### src/verilog/board_bus_pkg.sv
// shared widths, region codes, register indices and watchdog constants for the board bus hub
package board_bus_pkg;

    // -------------------- bus widths
    localparam int addr_w        = 16;   // register address
    localparam int data_w        = 32;   // register data
    localparam int bw_addr_w     = 8;    // block-write address, zero-extended
    localparam int rt_addr_w     = 4;    // real-time write address
    localparam int sample_addr_w = 6;    // sample buffer address
    localparam int region_w      = 4;    // addr[15:12]
    localparam int reg_idx_w     = 4;    // addr[3:0] inside main block
    localparam int board_id_w    = 4;    // rotary switch

    // -------------------- region codes
    localparam logic [region_w-1:0] addr_main = 4'd0;
    localparam logic [region_w-1:0] addr_hub  = 4'd2;
    localparam logic [region_w-1:0] addr_prom = 4'd3;
    localparam logic [region_w-1:0] addr_fw   = 4'd5;

    // region select bit positions
    localparam int region_count = 5;
    localparam int sel_main     = 0;
    localparam int sel_hub      = 1;
    localparam int sel_prom     = 2;
    localparam int sel_fw       = 3;
    localparam int sel_ext      = 4;

    // -------------------- main register indices
    localparam logic [reg_idx_w-1:0] reg_status = 4'd0;
    localparam logic [reg_idx_w-1:0] reg_wdog   = 4'd3;
    localparam logic [reg_idx_w-1:0] reg_ipaddr = 4'd11;

    localparam logic [data_w-1:0] ip_reset_value = '1;   // unassigned address

    // -------------------- watchdog
    localparam int wdog_period_w    = 16;
    localparam int wdog_tick_cycles = 16;   // sysclk cycles per period unit
    localparam int wdog_count_w     = wdog_period_w + $clog2(wdog_tick_cycles);

endpackage

### src/verilog/host_bus_arbiter.sv
// execute stage of the hub: fixed-priority selection of write, read, real-time and sample sources
`timescale 1ns/1ps

module host_bus_arbiter (
    // block-write engine
    input  logic                                      bw_write_en,
    input  logic                                      bw_reg_wen,
    input  logic                                      bw_blk_wen,
    input  logic                                      bw_blk_wstart,
    input  logic [board_bus_pkg::bw_addr_w-1:0]       bw_reg_waddr,
    input  logic [board_bus_pkg::data_w-1:0]          bw_reg_wdata,
    // ethernet host
    input  logic                                      eth_write_en,
    input  logic                                      eth_reg_wen,
    input  logic                                      eth_blk_wen,
    input  logic                                      eth_blk_wstart,
    input  logic [board_bus_pkg::addr_w-1:0]          eth_reg_waddr,
    input  logic [board_bus_pkg::data_w-1:0]          eth_reg_wdata,
    input  logic                                      eth_req_read_bus,
    input  logic [board_bus_pkg::addr_w-1:0]          eth_reg_raddr,
    input  logic                                      eth_rt_wen,
    input  logic [board_bus_pkg::rt_addr_w-1:0]       eth_rt_waddr,
    input  logic [board_bus_pkg::data_w-1:0]          eth_rt_wdata,
    input  logic                                      eth_sample_start,
    input  logic                                      eth_sample_read,
    input  logic [board_bus_pkg::sample_addr_w-1:0]   eth_sample_raddr,
    // firewire host, default owner of every bus
    input  logic                                      fw_reg_wen,
    input  logic                                      fw_blk_wen,
    input  logic                                      fw_blk_wstart,
    input  logic [board_bus_pkg::addr_w-1:0]          fw_reg_waddr,
    input  logic [board_bus_pkg::data_w-1:0]          fw_reg_wdata,
    input  logic [board_bus_pkg::addr_w-1:0]          fw_reg_raddr,
    input  logic                                      fw_rt_wen,
    input  logic [board_bus_pkg::rt_addr_w-1:0]       fw_rt_waddr,
    input  logic [board_bus_pkg::data_w-1:0]          fw_rt_wdata,
    input  logic                                      fw_sample_start,
    input  logic                                      fw_sample_read,
    input  logic [board_bus_pkg::sample_addr_w-1:0]   fw_sample_raddr,
    input  logic                                      sample_busy,       // sampler running
    // arbitrated buses
    output logic                                      reg_wen,
    output logic                                      blk_wen,
    output logic                                      blk_wstart,
    output logic [board_bus_pkg::addr_w-1:0]          reg_waddr,
    output logic [board_bus_pkg::data_w-1:0]          reg_wdata,
    output logic [board_bus_pkg::addr_w-1:0]          reg_raddr,
    output logic                                      rt_wen,
    output logic [board_bus_pkg::rt_addr_w-1:0]       rt_waddr,
    output logic [board_bus_pkg::data_w-1:0]          rt_wdata,
    output logic                                      sample_start,
    output logic                                      sample_read,
    output logic [board_bus_pkg::sample_addr_w-1:0]   sample_raddr
);

    // -------------------- write bus
    always_comb begin
        if (bw_write_en) begin                     // real-time block write wins
            reg_wen    = bw_reg_wen;
            blk_wen    = bw_blk_wen;
            blk_wstart = bw_blk_wstart;
            reg_waddr  = {{(board_bus_pkg::addr_w-board_bus_pkg::bw_addr_w){1'b0}}, bw_reg_waddr};
            reg_wdata  = bw_reg_wdata;
        end else if (eth_write_en) begin           // then ethernet
            reg_wen    = eth_reg_wen;
            blk_wen    = eth_blk_wen;
            blk_wstart = eth_blk_wstart;
            reg_waddr  = eth_reg_waddr;
            reg_wdata  = eth_reg_wdata;
        end else begin                             // firewire by default
            reg_wen    = fw_reg_wen;
            blk_wen    = fw_blk_wen;
            blk_wstart = fw_blk_wstart;
            reg_waddr  = fw_reg_waddr;
            reg_wdata  = fw_reg_wdata;
        end
    end

    // -------------------- read address and real-time port
    assign reg_raddr = eth_req_read_bus ? eth_reg_raddr : fw_reg_raddr;

    assign rt_wen   = eth_rt_wen ? eth_rt_wen   : fw_rt_wen;
    assign rt_waddr = eth_rt_wen ? eth_rt_waddr : fw_rt_waddr;
    assign rt_wdata = eth_rt_wen ? eth_rt_wdata : fw_rt_wdata;

    // -------------------- sampling
    // only one host is expected to be active at a time
    assign sample_start = (eth_sample_start | fw_sample_start) & ~sample_busy;
    assign sample_read  = eth_sample_read | fw_sample_read;
    assign sample_raddr = eth_sample_read ? eth_sample_raddr : fw_sample_raddr;

endmodule

### src/verilog/reg_addr_decode.sv
// decode stage of the hub: read address to one-hot region select, write address to register strobes
`timescale 1ns/1ps

module reg_addr_decode (
    input  logic [board_bus_pkg::addr_w-1:0]        reg_raddr,
    input  logic [board_bus_pkg::addr_w-1:0]        reg_waddr,
    input  logic                                    reg_wen,
    output logic [board_bus_pkg::region_count-1:0]  region_sel,   // one-hot
    output logic                                    ip_wen,
    output logic                                    wdog_wen
);

    localparam int mid_w = board_bus_pkg::addr_w - board_bus_pkg::region_w
                           - board_bus_pkg::reg_idx_w;            // addr[11:4]

    logic [board_bus_pkg::region_w-1:0] region;
    logic                               is_main;

    assign region  = reg_raddr[board_bus_pkg::addr_w-1 -: board_bus_pkg::region_w];
    // main block only covers addr[7:4] == 0
    assign is_main = (region == board_bus_pkg::addr_main) && (reg_raddr[7:4] == 4'd0);

    always_comb begin
        region_sel = '0;
        if (is_main)
            region_sel[board_bus_pkg::sel_main] = 1'b1;
        else if (region == board_bus_pkg::addr_hub)
            region_sel[board_bus_pkg::sel_hub] = 1'b1;
        else if (region == board_bus_pkg::addr_prom)
            region_sel[board_bus_pkg::sel_prom] = 1'b1;
        else if (region == board_bus_pkg::addr_fw)
            region_sel[board_bus_pkg::sel_fw] = 1'b1;
        else
            region_sel[board_bus_pkg::sel_ext] = 1'b1;   // board side and unmapped
    end

    // -------------------- write strobes, exact address only
    assign ip_wen   = reg_wen && (reg_waddr == {board_bus_pkg::addr_main, {mid_w{1'b0}},
                                                board_bus_pkg::reg_ipaddr});
    assign wdog_wen = reg_wen && (reg_waddr == {board_bus_pkg::addr_main, {mid_w{1'b0}},
                                                board_bus_pkg::reg_wdog});

endmodule

### src/verilog/board_regs.sv
// board-register channel: status, IP address and watchdog period with its timeout counter
`timescale 1ns/1ps

module board_regs (
    input  logic                                    sysclk,
    input  logic                                    rst_n,
    input  logic [board_bus_pkg::board_id_w-1:0]    board_id,
    input  logic [board_bus_pkg::reg_idx_w-1:0]     reg_raddr,     // index bits of read address
    input  logic [board_bus_pkg::data_w-1:0]        reg_wdata,
    input  logic                                    reg_wen,       // any bus write, kicks watchdog
    input  logic                                    ip_wen,
    input  logic                                    wdog_wen,
    input  logic                                    wdog_clear,
    output logic [board_bus_pkg::data_w-1:0]        main_rdata,
    output logic                                    main_hit,
    output logic                                    wdog_timeout,
    output logic [board_bus_pkg::data_w-1:0]        ip_address
);

    logic [board_bus_pkg::wdog_period_w-1:0] wdog_period;   // in units of tick cycles
    logic [board_bus_pkg::wdog_count_w-1:0]  wdog_count;    // sysclk cycles since last write
    logic [board_bus_pkg::wdog_count_w-1:0]  wdog_limit;
    logic [board_bus_pkg::wdog_count_w-1:0]  wdog_next;

    assign wdog_limit = board_bus_pkg::wdog_count_w'(wdog_period)
                        * board_bus_pkg::wdog_count_w'(board_bus_pkg::wdog_tick_cycles);
    assign wdog_next  = wdog_count + 1'b1;

    // -------------------- IP address and period
    always_ff @(posedge sysclk) begin
        if (!rst_n) begin
            ip_address  <= board_bus_pkg::ip_reset_value;
            wdog_period <= '0;                                       // watchdog off
        end else begin
            if (ip_wen)
                ip_address <= reg_wdata;
            if (wdog_wen)
                wdog_period <= reg_wdata[board_bus_pkg::wdog_period_w-1:0];
        end
    end

    // -------------------- watchdog
    always_ff @(posedge sysclk) begin
        if (!rst_n) begin
            wdog_count   <= '0;
            wdog_timeout <= 1'b0;
        end else if (wdog_clear || wdog_wen) begin                  // flag and count restart
            wdog_count   <= '0;
            wdog_timeout <= 1'b0;
        end else if (reg_wen || (wdog_period == '0)) begin
            wdog_count   <= '0;                                      // host alive or disabled
        end else if (!wdog_timeout) begin
            wdog_count <= wdog_next;
            if (wdog_next == wdog_limit)
                wdog_timeout <= 1'b1;                                // held until cleared
        end
    end

    // -------------------- read-back
    always_comb begin
        main_hit   = 1'b1;
        main_rdata = '0;
        case (reg_raddr)
            board_bus_pkg::reg_status:
                main_rdata = {wdog_timeout,
                              {(board_bus_pkg::data_w-board_bus_pkg::board_id_w-1){1'b0}},
                              board_id};
            board_bus_pkg::reg_wdog:
                main_rdata = {{(board_bus_pkg::data_w-board_bus_pkg::wdog_period_w){1'b0}},
                              wdog_period};
            board_bus_pkg::reg_ipaddr:
                main_rdata = ip_address;
            default:
                main_hit = 1'b0;                                     // served by board side
        endcase
    end

endmodule

### src/verilog/read_data_mux.sv
// result stage of the hub: picks the read data for the decoded region
`timescale 1ns/1ps

module read_data_mux (
    input  logic [board_bus_pkg::region_count-1:0]  region_sel,   // one-hot from decode
    input  logic                                    main_hit,
    input  logic [board_bus_pkg::data_w-1:0]        main_rdata,
    input  logic [board_bus_pkg::data_w-1:0]        hub_rdata,
    input  logic [board_bus_pkg::data_w-1:0]        prom_rdata,
    input  logic [board_bus_pkg::data_w-1:0]        fw_rdata,
    input  logic [board_bus_pkg::data_w-1:0]        ext_rdata,
    output logic [board_bus_pkg::data_w-1:0]        reg_rdata
);

    always_comb begin
        if (region_sel[board_bus_pkg::sel_hub])
            reg_rdata = hub_rdata;
        else if (region_sel[board_bus_pkg::sel_prom])
            reg_rdata = prom_rdata;
        else if (region_sel[board_bus_pkg::sel_fw])
            reg_rdata = fw_rdata;
        else if (region_sel[board_bus_pkg::sel_main] && main_hit)
            reg_rdata = main_rdata;                     // own board registers
        else
            reg_rdata = ext_rdata;                      // ext region or unowned main index
    end

endmodule

### src/verilog/board_bus_hub.sv
// top of the register-bus hub: arbitration, decode, board registers and read-data return
`timescale 1ns/1ps

module board_bus_hub (
    input  logic                                      sysclk,
    input  logic                                      rst_n,
    input  logic [board_bus_pkg::board_id_w-1:0]      board_id,
    input  logic                                      wdog_clear,
    // block-write engine
    input  logic                                      bw_write_en,
    input  logic                                      bw_reg_wen,
    input  logic                                      bw_blk_wen,
    input  logic                                      bw_blk_wstart,
    input  logic [board_bus_pkg::bw_addr_w-1:0]       bw_reg_waddr,
    input  logic [board_bus_pkg::data_w-1:0]          bw_reg_wdata,
    // ethernet host
    input  logic                                      eth_write_en,
    input  logic                                      eth_reg_wen,
    input  logic                                      eth_blk_wen,
    input  logic                                      eth_blk_wstart,
    input  logic [board_bus_pkg::addr_w-1:0]          eth_reg_waddr,
    input  logic [board_bus_pkg::data_w-1:0]          eth_reg_wdata,
    input  logic                                      eth_req_read_bus,
    input  logic [board_bus_pkg::addr_w-1:0]          eth_reg_raddr,
    input  logic                                      eth_rt_wen,
    input  logic [board_bus_pkg::rt_addr_w-1:0]       eth_rt_waddr,
    input  logic [board_bus_pkg::data_w-1:0]          eth_rt_wdata,
    input  logic                                      eth_sample_start,
    input  logic                                      eth_sample_read,
    input  logic [board_bus_pkg::sample_addr_w-1:0]   eth_sample_raddr,
    // firewire host
    input  logic                                      fw_reg_wen,
    input  logic                                      fw_blk_wen,
    input  logic                                      fw_blk_wstart,
    input  logic [board_bus_pkg::addr_w-1:0]          fw_reg_waddr,
    input  logic [board_bus_pkg::data_w-1:0]          fw_reg_wdata,
    input  logic [board_bus_pkg::addr_w-1:0]          fw_reg_raddr,
    input  logic                                      fw_rt_wen,
    input  logic [board_bus_pkg::rt_addr_w-1:0]       fw_rt_waddr,
    input  logic [board_bus_pkg::data_w-1:0]          fw_rt_wdata,
    input  logic                                      fw_sample_start,
    input  logic                                      fw_sample_read,
    input  logic [board_bus_pkg::sample_addr_w-1:0]   fw_sample_raddr,
    input  logic                                      sample_busy,
    // read data from regions outside the hub
    input  logic [board_bus_pkg::data_w-1:0]          hub_rdata,
    input  logic [board_bus_pkg::data_w-1:0]          prom_rdata,
    input  logic [board_bus_pkg::data_w-1:0]          fw_rdata,
    input  logic [board_bus_pkg::data_w-1:0]          ext_rdata,
    // shared board bus
    output logic                                      reg_wen,
    output logic                                      blk_wen,
    output logic                                      blk_wstart,
    output logic [board_bus_pkg::addr_w-1:0]          reg_waddr,
    output logic [board_bus_pkg::data_w-1:0]          reg_wdata,
    output logic [board_bus_pkg::addr_w-1:0]          reg_raddr,
    output logic [board_bus_pkg::data_w-1:0]          reg_rdata,
    output logic                                      rt_wen,
    output logic [board_bus_pkg::rt_addr_w-1:0]       rt_waddr,
    output logic [board_bus_pkg::data_w-1:0]          rt_wdata,
    output logic                                      sample_start,
    output logic                                      sample_read,
    output logic [board_bus_pkg::sample_addr_w-1:0]   sample_raddr,
    output logic                                      wdog_timeout
);

    // --------------------
    // local wires between stages
    logic [board_bus_pkg::region_count-1:0] region_sel;   // decode to result
    logic                                   ip_wen;
    logic                                   wdog_wen;
    logic [board_bus_pkg::data_w-1:0]       main_rdata;   // board regs to result
    logic                                   main_hit;

    host_bus_arbiter arb0 (.*);   // every arbiter port shares its name with a top port

    reg_addr_decode dec0 (
        .reg_raddr  (reg_raddr),
        .reg_waddr  (reg_waddr),
        .reg_wen    (reg_wen),
        .region_sel (region_sel),
        .ip_wen     (ip_wen),
        .wdog_wen   (wdog_wen)
    );

    board_regs regs0 (
        .sysclk       (sysclk),
        .rst_n        (rst_n),
        .board_id     (board_id),
        .reg_raddr    (reg_raddr[board_bus_pkg::reg_idx_w-1:0]),   // index only
        .reg_wdata    (reg_wdata),
        .reg_wen      (reg_wen),
        .ip_wen       (ip_wen),
        .wdog_wen     (wdog_wen),
        .wdog_clear   (wdog_clear),
        .main_rdata   (main_rdata),
        .main_hit     (main_hit),
        .wdog_timeout (wdog_timeout),
        .ip_address   ()              // consumer is the ethernet block, outside this hub
    );

    read_data_mux rmux0 (
        .region_sel (region_sel),
        .main_hit   (main_hit),
        .main_rdata (main_rdata),
        .hub_rdata  (hub_rdata),
        .prom_rdata (prom_rdata),
        .fw_rdata   (fw_rdata),
        .ext_rdata  (ext_rdata),
        .reg_rdata  (reg_rdata)
    );

endmodule

### config.mk
export PLATFORM = sky130hd
export DESIGN_NAME = board_bus_hub
export DESIGN_NICKNAME = d
export VERILOG_FILES = /design/src/verilog/board_bus_pkg.sv /design/src/verilog/host_bus_arbiter.sv /design/src/verilog/reg_addr_decode.sv /design/src/verilog/board_regs.sv /design/src/verilog/read_data_mux.sv /design/src/verilog/board_bus_hub.sv
export SDC_FILE = /design/constraint.sdc
export NUM_CORES = 1
export LEC_CHECK = 0
export ABC_AREA = 1
export BUFFER_PORTS_ARGS = -buffer_cell sky130_fd_sc_hd__clkbuf_2
export CAP_MARGIN = 40
export CORE_AREA = 2 2 212 214
export CTS_BUF_LIST = sky130_fd_sc_hd__clkbuf_16
export CTS_CLUSTER_SIZE = 8
export DETAILED_ROUTE_END_ITERATION = 6
export DIE_AREA = 0 0 214 216
export SYNTH_ARGS = -nofsm -noshare
export SYNTH_HDL_FRONTEND = slang
export SYNTH_SLANG_ARGS = --single-unit
### constraint.sdc
create_clock -name sysclk -period 2 [get_ports sysclk]
set_input_delay 0.4 -clock sysclk [delete_from_list [all_inputs] [get_ports sysclk]]
set_output_delay 0.4 -clock sysclk [all_outputs]
set_load 0.05 [all_outputs]
==> impl_metrics.toml, run 1 <==
[outcome]
status = "complete, but fails checks"
violations = "setup timing"

[timing]
max_slew_margin = 0.538
tightest_slew_ns = 0.693
fin_crit_sh = 1.34
hold_viol_final = 0
skew_ns = 0.00536
grt_setup_unrepaired = "yes"
fin_ws_ns = -0.681
drv_slew = 0
fmax_ghz = 0.373
setup_viol = 50
min_period_ns = 2.68

[worst_setup_path]
worstPathCellList = "clkbuf_16, buf_8, o21ai_4, nand2_2, nor3_4, nand2_2, buf_6, nor2_4, nand2_1, a21oi_2, nor2_2, o21ai_4, buf_12"
rrSetupSlack_ns = 0.10
cp-end-kind = "output pin"
cp-start-kind = "input pin"
crit_path_end = "reg_rdata[24]"
worstPathRequired_ns = 1.60
critPathKind = "in2out"
cp.arrival_ns = 2.28
critPathLaunch = "eth_req_read_bus"
r2r-end = "regs0.wdog_timeout$_SDFFE_PP0N_"
worstReg2RegStart = "regs0.wdog_count[7]$_SDFFE_PP0N_"
critPathMaxFanout = 8
worst_path_largest_cell_delay_ns = 0.26
reg2reg_depth = 10
slowest_stage = "nor3_4"

[drt]
via_count = 11586
routed_wl_mm = 45.2
first_iter_violations = 829
viasPerCell = 4.44
routedWlPerCell_um = 17.3
drc = 0
drtAntennaViolNets = 0
firstDrtPassIters = 6

[global_routing]
grt_util_all_layers = 0.176
antenna_found_initial = 1
grt-ovfl-total = 0
grt_pass1_vias = 11151
grt_pass1_wl_mm = 63.5
grt_start_max_net_pins = 49

[cells_and_area]
n_fill_cell = 4545
fin_cells = 2610
nNetsFinal = 2420
utilization = 0.363
drive_gt1_frac = 0.561
area_delta_synth_final_pct = 126

[clocking]
cts.sinks = 69
ctsRootBufferMaster = "clkbuf_16"
cts_hold_buffers = 0
cts_tree = "built"
clock_latency_ns = 0.33
max-clock-path-buffers = 2
cts_buffers = 9
cts.clk_slew.worst_paths_ns = 0.06
htree_levels = 3

[floorplanning]
ios = 551
die_area_um2 = 46200
dieHeight_um = 216
rows = 77
start_util = 0.160
core_um2 = 43800
die_w_um = 214

[yosys]
syn-cell-area_um2 = 7030
avgSynthCellArea_um2 = 5.41
async_flop_share = 0
syn_nets = 1708
synth-edff-count = 0
synthFlopType = "dfxtp_1"
ys_seq_area_frac = 0.196
postSynthCellCount = 1300
ys_warn_count = 0
synth-seq-cells = 69
ys_types = 46

[placed_design]
dp_cells = 2521
io_buffers = 550
gp_congestion = 0.957
dpl.hpwl_mm = 35.6

[power_and_ir_drop]
p_per_area_nw_per_um2 = 437
peakVddDrop_uv = 278
power_leakage_uw = 0.00799

[job]
cap_violations = 0

[hold_path]
worstHoldPathType = "in2reg"
[worst min path at each step]
stage / start / end / depth (start not counted)
after floorplan: regs0.ip_address[31]$_SDFFE_PN1P_ / regs0.ip_address[31]$_SDFFE_PN1P_ / 2
after global placement: regs0.ip_address[3]$_SDFFE_PN1P_ / regs0.ip_address[3]$_SDFFE_PN1P_ / 2
after detailed placement: regs0.ip_address[6]$_SDFFE_PN1P_ / regs0.ip_address[6]$_SDFFE_PN1P_ / 2
after CTS: wdog_clear / regs0.wdog_timeout$_SDFFE_PP0N_ / 4
after global routing: wdog_clear / regs0.wdog_timeout$_SDFFE_PP0N_ / 4
final: wdog_clear / regs0.wdog_timeout$_SDFFE_PP0N_ / 4
[metrics by stage]
step                      TNS [ns]  hold slack, ns  setup slack, ns  area [µm²]  total power (µW)
after detailed placement    -45.49           0.458           -0.896       13100              4700
after floorplan             -22.70           0.429           -0.606        7970              3200
after CTS                   -17.58           0.463           -0.631       14700              6800
final                       -18.67           0.460           -0.681       15900              6940
after global placement      -41.87           0.450           -0.876       13100              4690
after global routing        -22.85           0.455           -0.739       15900              7210
[what timing repair did]
item	CTS	global route
resized for setup	188	233
gates cloned	7	18
setup endpoints to repair	47	103
pin swaps	28	84
setup buffers	36	21
[synth_stat cells, types with 3 or more instances]
master,instances,area [µm²]
buf_2,21,105
nor2_1,127,477
inv_2,6,22.5
buf_1,7,26.3
o22ai_1,4,25.0
clkbuf_1,27,101
nor2_4,4,45.0
inv_1,96,360
or2_0,6,37.5
clkinv_1,3,11.3
or2_2,23,144
o211ai_2,9,113
a21oi_1,110,551
buf_4,5,37.5
dfxtp_1,69,1380
nand2_1,499,1870
nand3_1,129,646
mux2_2,4,45.0
buf_6,10,113
o21ai_2,5,43.8
o21ai_0,60,300
nand4_1,7,43.8
nor3_2,3,30.0
o211ai_1,12,90.1
o21a_1,4,30.0
o21ai_1,19,95.1
nor2_2,5,31.3
[layer usage]
metal / track usage / wire [µm] / vias up
met1: 0.216 / 18100 / 5367
met3: 0.0292 / 3280 / 55
met5: 0 / 0 / -
met4: 0.0566 / 1100 / 0
met2: 0.312 / 22700 / 554
li1: - / - / 5610
[final cells by class]
type	count	area, µm²	share of cell area
inverter	108	459	0.0289
sequential	69	1380	0.0870
multi-input combinational	1054	6750	0.424
tap	592	741	0.0466
clock inverter	7	115	0.00724
timing repair buffer	767	6180	0.389
timing repair inverter	3	48.8	0.00307
clock buffer	9	225	0.0142
antenna	1	2.50	0.000157
[sequential cells by signal, indices dropped and copies added, names as in the netlist]
signal,cells
regs0.wdog_period,16
regs0.ip_address,32
regs0.wdog_count,20
regs0.wdog_timeout,1
[logic make-up (layout without fill, tap and decap cells)]
logic type	count (synthesis)	in the layout	synth area share
simple gates	813	815	0.485
compound gates	230	230	0.188
buf+inv	179	894	0.115
flops	69	69	0.196
mux	4	4	0.00641
xor+xnor	3	3	0.00570
fa+ha+maj	2	2	0.00356
other cells	0	1	0
[critical path: cells and delay by family]
family	cells	cell delay [ns]
buf+inv	4	0.57
simple gates	6	0.80
compound gates	3	0.49
[layout by cell type, fill, tap and decap left out, types with 8 or more instances in the layout]
cell,synthesis,layout
clkbuf_2,0,467
nand2_1,499,429
buf_4,5,147
nor2_1,127,98
inv_1,96,91
buf_12,0,75
dfxtp_1,69,67
nand3_2,1,64
nand3_1,129,52
a21oi_1,110,50
a21oi_4,1,46
nand2_4,1,39
o21ai_0,60,35
nand2_2,1,32
buf_6,10,29
clkbuf_16,0,26
buf_8,1,24
o21ai_1,19,23
nor2_2,5,23
or2_2,23,16
o21ai_4,0,16
nor2_4,4,16
a21oi_2,0,15
nand3_4,0,14
o211ai_1,12,12
o21ai_2,5,10
o211ai_2,9,9
or2_4,0,8
inv_2,6,8
[power breakdown]
group | switching (µW) | internal (µW) | total, µW
registers | 0.645 | 1370 | 1380
logic | 2140 | 1600 | 3740
clock network | 616 | 1210 | 1830
Power figures use the tool's default switching activity.
==> run 2: changes to the inputs <==
--- a/config.mk
+++ b/config.mk
@@ -6,13 +6,18 @@
 export NUM_CORES = 1
 export LEC_CHECK = 0
 export ABC_AREA = 1
+export ABC_CLOCK_PERIOD_IN_PS = 2000
 export BUFFER_PORTS_ARGS = -buffer_cell sky130_fd_sc_hd__clkbuf_2
 export CAP_MARGIN = 40
-export CORE_AREA = 2 2 212 214
+export CELL_PAD_IN_SITES_DETAIL_PLACEMENT = 1
+export CELL_PAD_IN_SITES_GLOBAL_PLACEMENT = 1
+export CORE_AREA = 2 2 217 219
 export CTS_BUF_LIST = sky130_fd_sc_hd__clkbuf_16
 export CTS_CLUSTER_SIZE = 8
 export DETAILED_ROUTE_END_ITERATION = 6
-export DIE_AREA = 0 0 214 216
+export DIE_AREA = 0 0 219 221
+export PLACE_DENSITY_LB_ADDON = 0.1
+export REMOVE_ABC_BUFFERS = 1
 export SYNTH_ARGS = -nofsm -noshare
 export SYNTH_HDL_FRONTEND = slang
 export SYNTH_SLANG_ARGS = --single-unit
==> run 2 against run 1 <==
  * First-iteration DRC count decreased by 60%
  * Critical path depth increased by 1
  * Clock-buffer cell count is the same
  * Largest power group unchanged
  * The flow still finishes with violations (setup timing)
  * Critical endpoint is now reg_rdata[28]
  * Clock skew up 0.0053 ns
  * Wire length is 6.9% higher
  * Final cell count shrank 0.31%
  * Non-clock buffer count shrank 20
  * Core utilization decreased by 4.9 points
  * Worst setup slack better by 0.0046 ns
  * Sequential share of layout area up 0.91 points
==> impl_metrics.toml, run 2 (synthesis results as in run 1) <==
[cells_and_area]
multi_input_area_um2 = 5620
mostFrequentLayoutCells = "clkbuf_2, nand2_1, buf_4, nor2_1, nand3_1"
fin_cells = 2602
nNetsFinal = 2395
seqCellArea_um2 = 1390
drive_gt1_frac = 0.499
area_delta_synth_final_pct = 106
final_common_cell = "clkbuf_2"
largest_register = "regs0.ip_address"
n_fill_cell = 5923
utilization = 0.314
top_regs = "regs0.ip_address (32), regs0.wdog_count (20), regs0.wdog_period (16)"
largest_reg_flops = 32

[worst_setup_path]
worstPathRequired_ns = 1.60
critPathKind = "in2out"
cp-end-kind = "output pin"
critPathMaxFanout = 8
cp.arrival_ns = 2.28
cp-start-kind = "input pin"

[global_routing]
grt_pass1_wl_mm = 69.2
grt_pass1_vias = 11481
grt_util_all_layers = 0.189
antenna_found_initial = 4
grt_start_max_net_pins = 49
grt-ovfl-total = 0

[timing]
fin_crit_sh = 1.34
hold_viol_final = 0
setup_viol = 32
grt_setup_unrepaired = "yes"
fmax_ghz = 0.374
fin_ws_ns = -0.676
hold_ws_ns = 0.417
min_period_ns = 2.68
drv_slew = 0
max_slew_margin = 0.635
tightest_slew_ns = 0.547
skew_ns = 0.0107

[floorplanning]
ios = 551
die_w_um = 219
rows = 79
die_area_um2 = 48400
core_um2 = 46100
dieHeight_um = 221
start_util = 0.153

[hold_path]
worstHoldPathType = "in2reg"

[outcome]
violations = "setup timing"
status = "complete, but fails checks"

[power_and_ir_drop]
p_per_area_nw_per_um2 = 456
combPwrFrac = 0.526
p_seq_frac = 0.209
p_int_uw = 3930
clock_power_share = 0.266
power.switching_uw = 2660
peakVddDrop_uv = 303
swShare = 0.404
power_leakage_uw = 0.00754

[drt]
met1_length_mm = 18.3
wl_met3_mm = 2.75
routed_wl_mm = 48.3
viasPerCell = 4.25
routedWlPerCell_um = 18.6
via_count = 11054
drtAntennaViolNets = 0
firstDrtPassIters = 4
maxUsedRoutingLayer = "met5"
drc = 0
first_iter_violations = 328
dr_wl_met2_mm = 26.2

[placed_design]
dpl.hpwl_mm = 39.9
io_buffers = 550
place_worst_setup_slack_ns = -0.810
gp_congestion = 0.824
dp_cells = 2549

[clocking]
max-clock-path-buffers = 2
cts_tree = "built"
cts.clk_slew.worst_paths_ns = 0.06
cts.sinks = 69
clock_latency_ns = 0.35
cts_hold_buffers = 0
cts_buffers = 9
ctsRootBufferMaster = "clkbuf_16"
htree_levels = 3

[job]
cap_violations = 0
-- run 2: cell count changes in the layout (fill, tap and decap cells not counted), moves of 9 or more --
cell,change
nand3_4,-11
o21ai_2,+10
nand3_2,-32
a21oi_1,+27
o21ai_4,-9
a21oi_2,+12
nand2_4,-28
buf_6,-16
nor2_1,+13
a21oi_4,-39
nand2_1,+31
buf_8,-11
nand3_1,+43
-- run 2: metal layers --
layer,track usage,vias up
met1,0.202,5140
met4,0.0480,2
met5,0,-
li1,-,5550
met2,0.364,318
met3,0.0451,44
-- run 2: final timing paths --
path / start / end / slack, ns / cells past startpoint
setup reg to reg: regs0.wdog_count[0]$_SDFFE_PP0N_ / regs0.wdog_timeout$_SDFFE_PP0N_ / 0.14 / 13
setup / recovery: eth_req_read_bus / reg_rdata[28] / -0.68 / 14
hold / removal: wdog_clear / regs0.wdog_timeout$_SDFFE_PP0N_ / 0.42 / 4
hold reg to reg: regs0.ip_address[3]$_SDFFE_PN1P_ / regs0.ip_address[3]$_SDFFE_PN1P_ / 0.48 / 2
-- run 2: layout make-up --
class                      instances  share of cell area
timing repair buffer             747               0.410
multi-input combinational       1052               0.389
sequential                        69              0.0961
tap                              607              0.0525
inverter                         108              0.0298
clock buffer                       9              0.0156
clock inverter                     7             0.00623
antenna                            3            0.000519
-- run 2: per-stage QoR --
| stage | instance area, µm² | total power [µW] | TNS, ns |
|---|---|---|---|
| finish | 14500 | 6590 | -19.42 |
| global route | 14500 | 6910 | -22.92 |
| CTS | 13600 | 6540 | -18.70 |
| detailed placement | 12400 | 4520 | -44.74 |
| global placement | 12400 | 4510 | -43.11 |
| floorplan | 6630 | 2870 | -113.99 |
-- run 2: worst max-delay path, cell delays in order --
cell,delay (ns)
clkbuf_16,0.15
clkbuf_16,0.17
o21ai_4,0.15
nand2_2,0.10
nor3_4,0.25
nand3_4,0.12
buf_8,0.16
buf_12,0.13
buf_12,0.14
nand2_2,0.06
nand3_2,0.08
o211ai_2,0.07
nand3_2,0.12
buf_12,0.16
-- run 2: power by group through the flow --
stage	Sequential, µW	Clock, µW	Combinational [µW]
5_1_grt	1370	1870	3660
6_report	1380	1750	3460
3_3_place_gp	1410	0	3100
3_5_place_dp	1410	0	3110
2_1_floorplan	1410	0	1460
4_1_cts	1370	1810	3360
-- run 2: repair_timing --
item,in CTS,in global routing
endpoints found under the setup margin,68,82
setup buffers,7,13
resized for setup,179,152
pin swaps,14,63
gates cloned,5,10
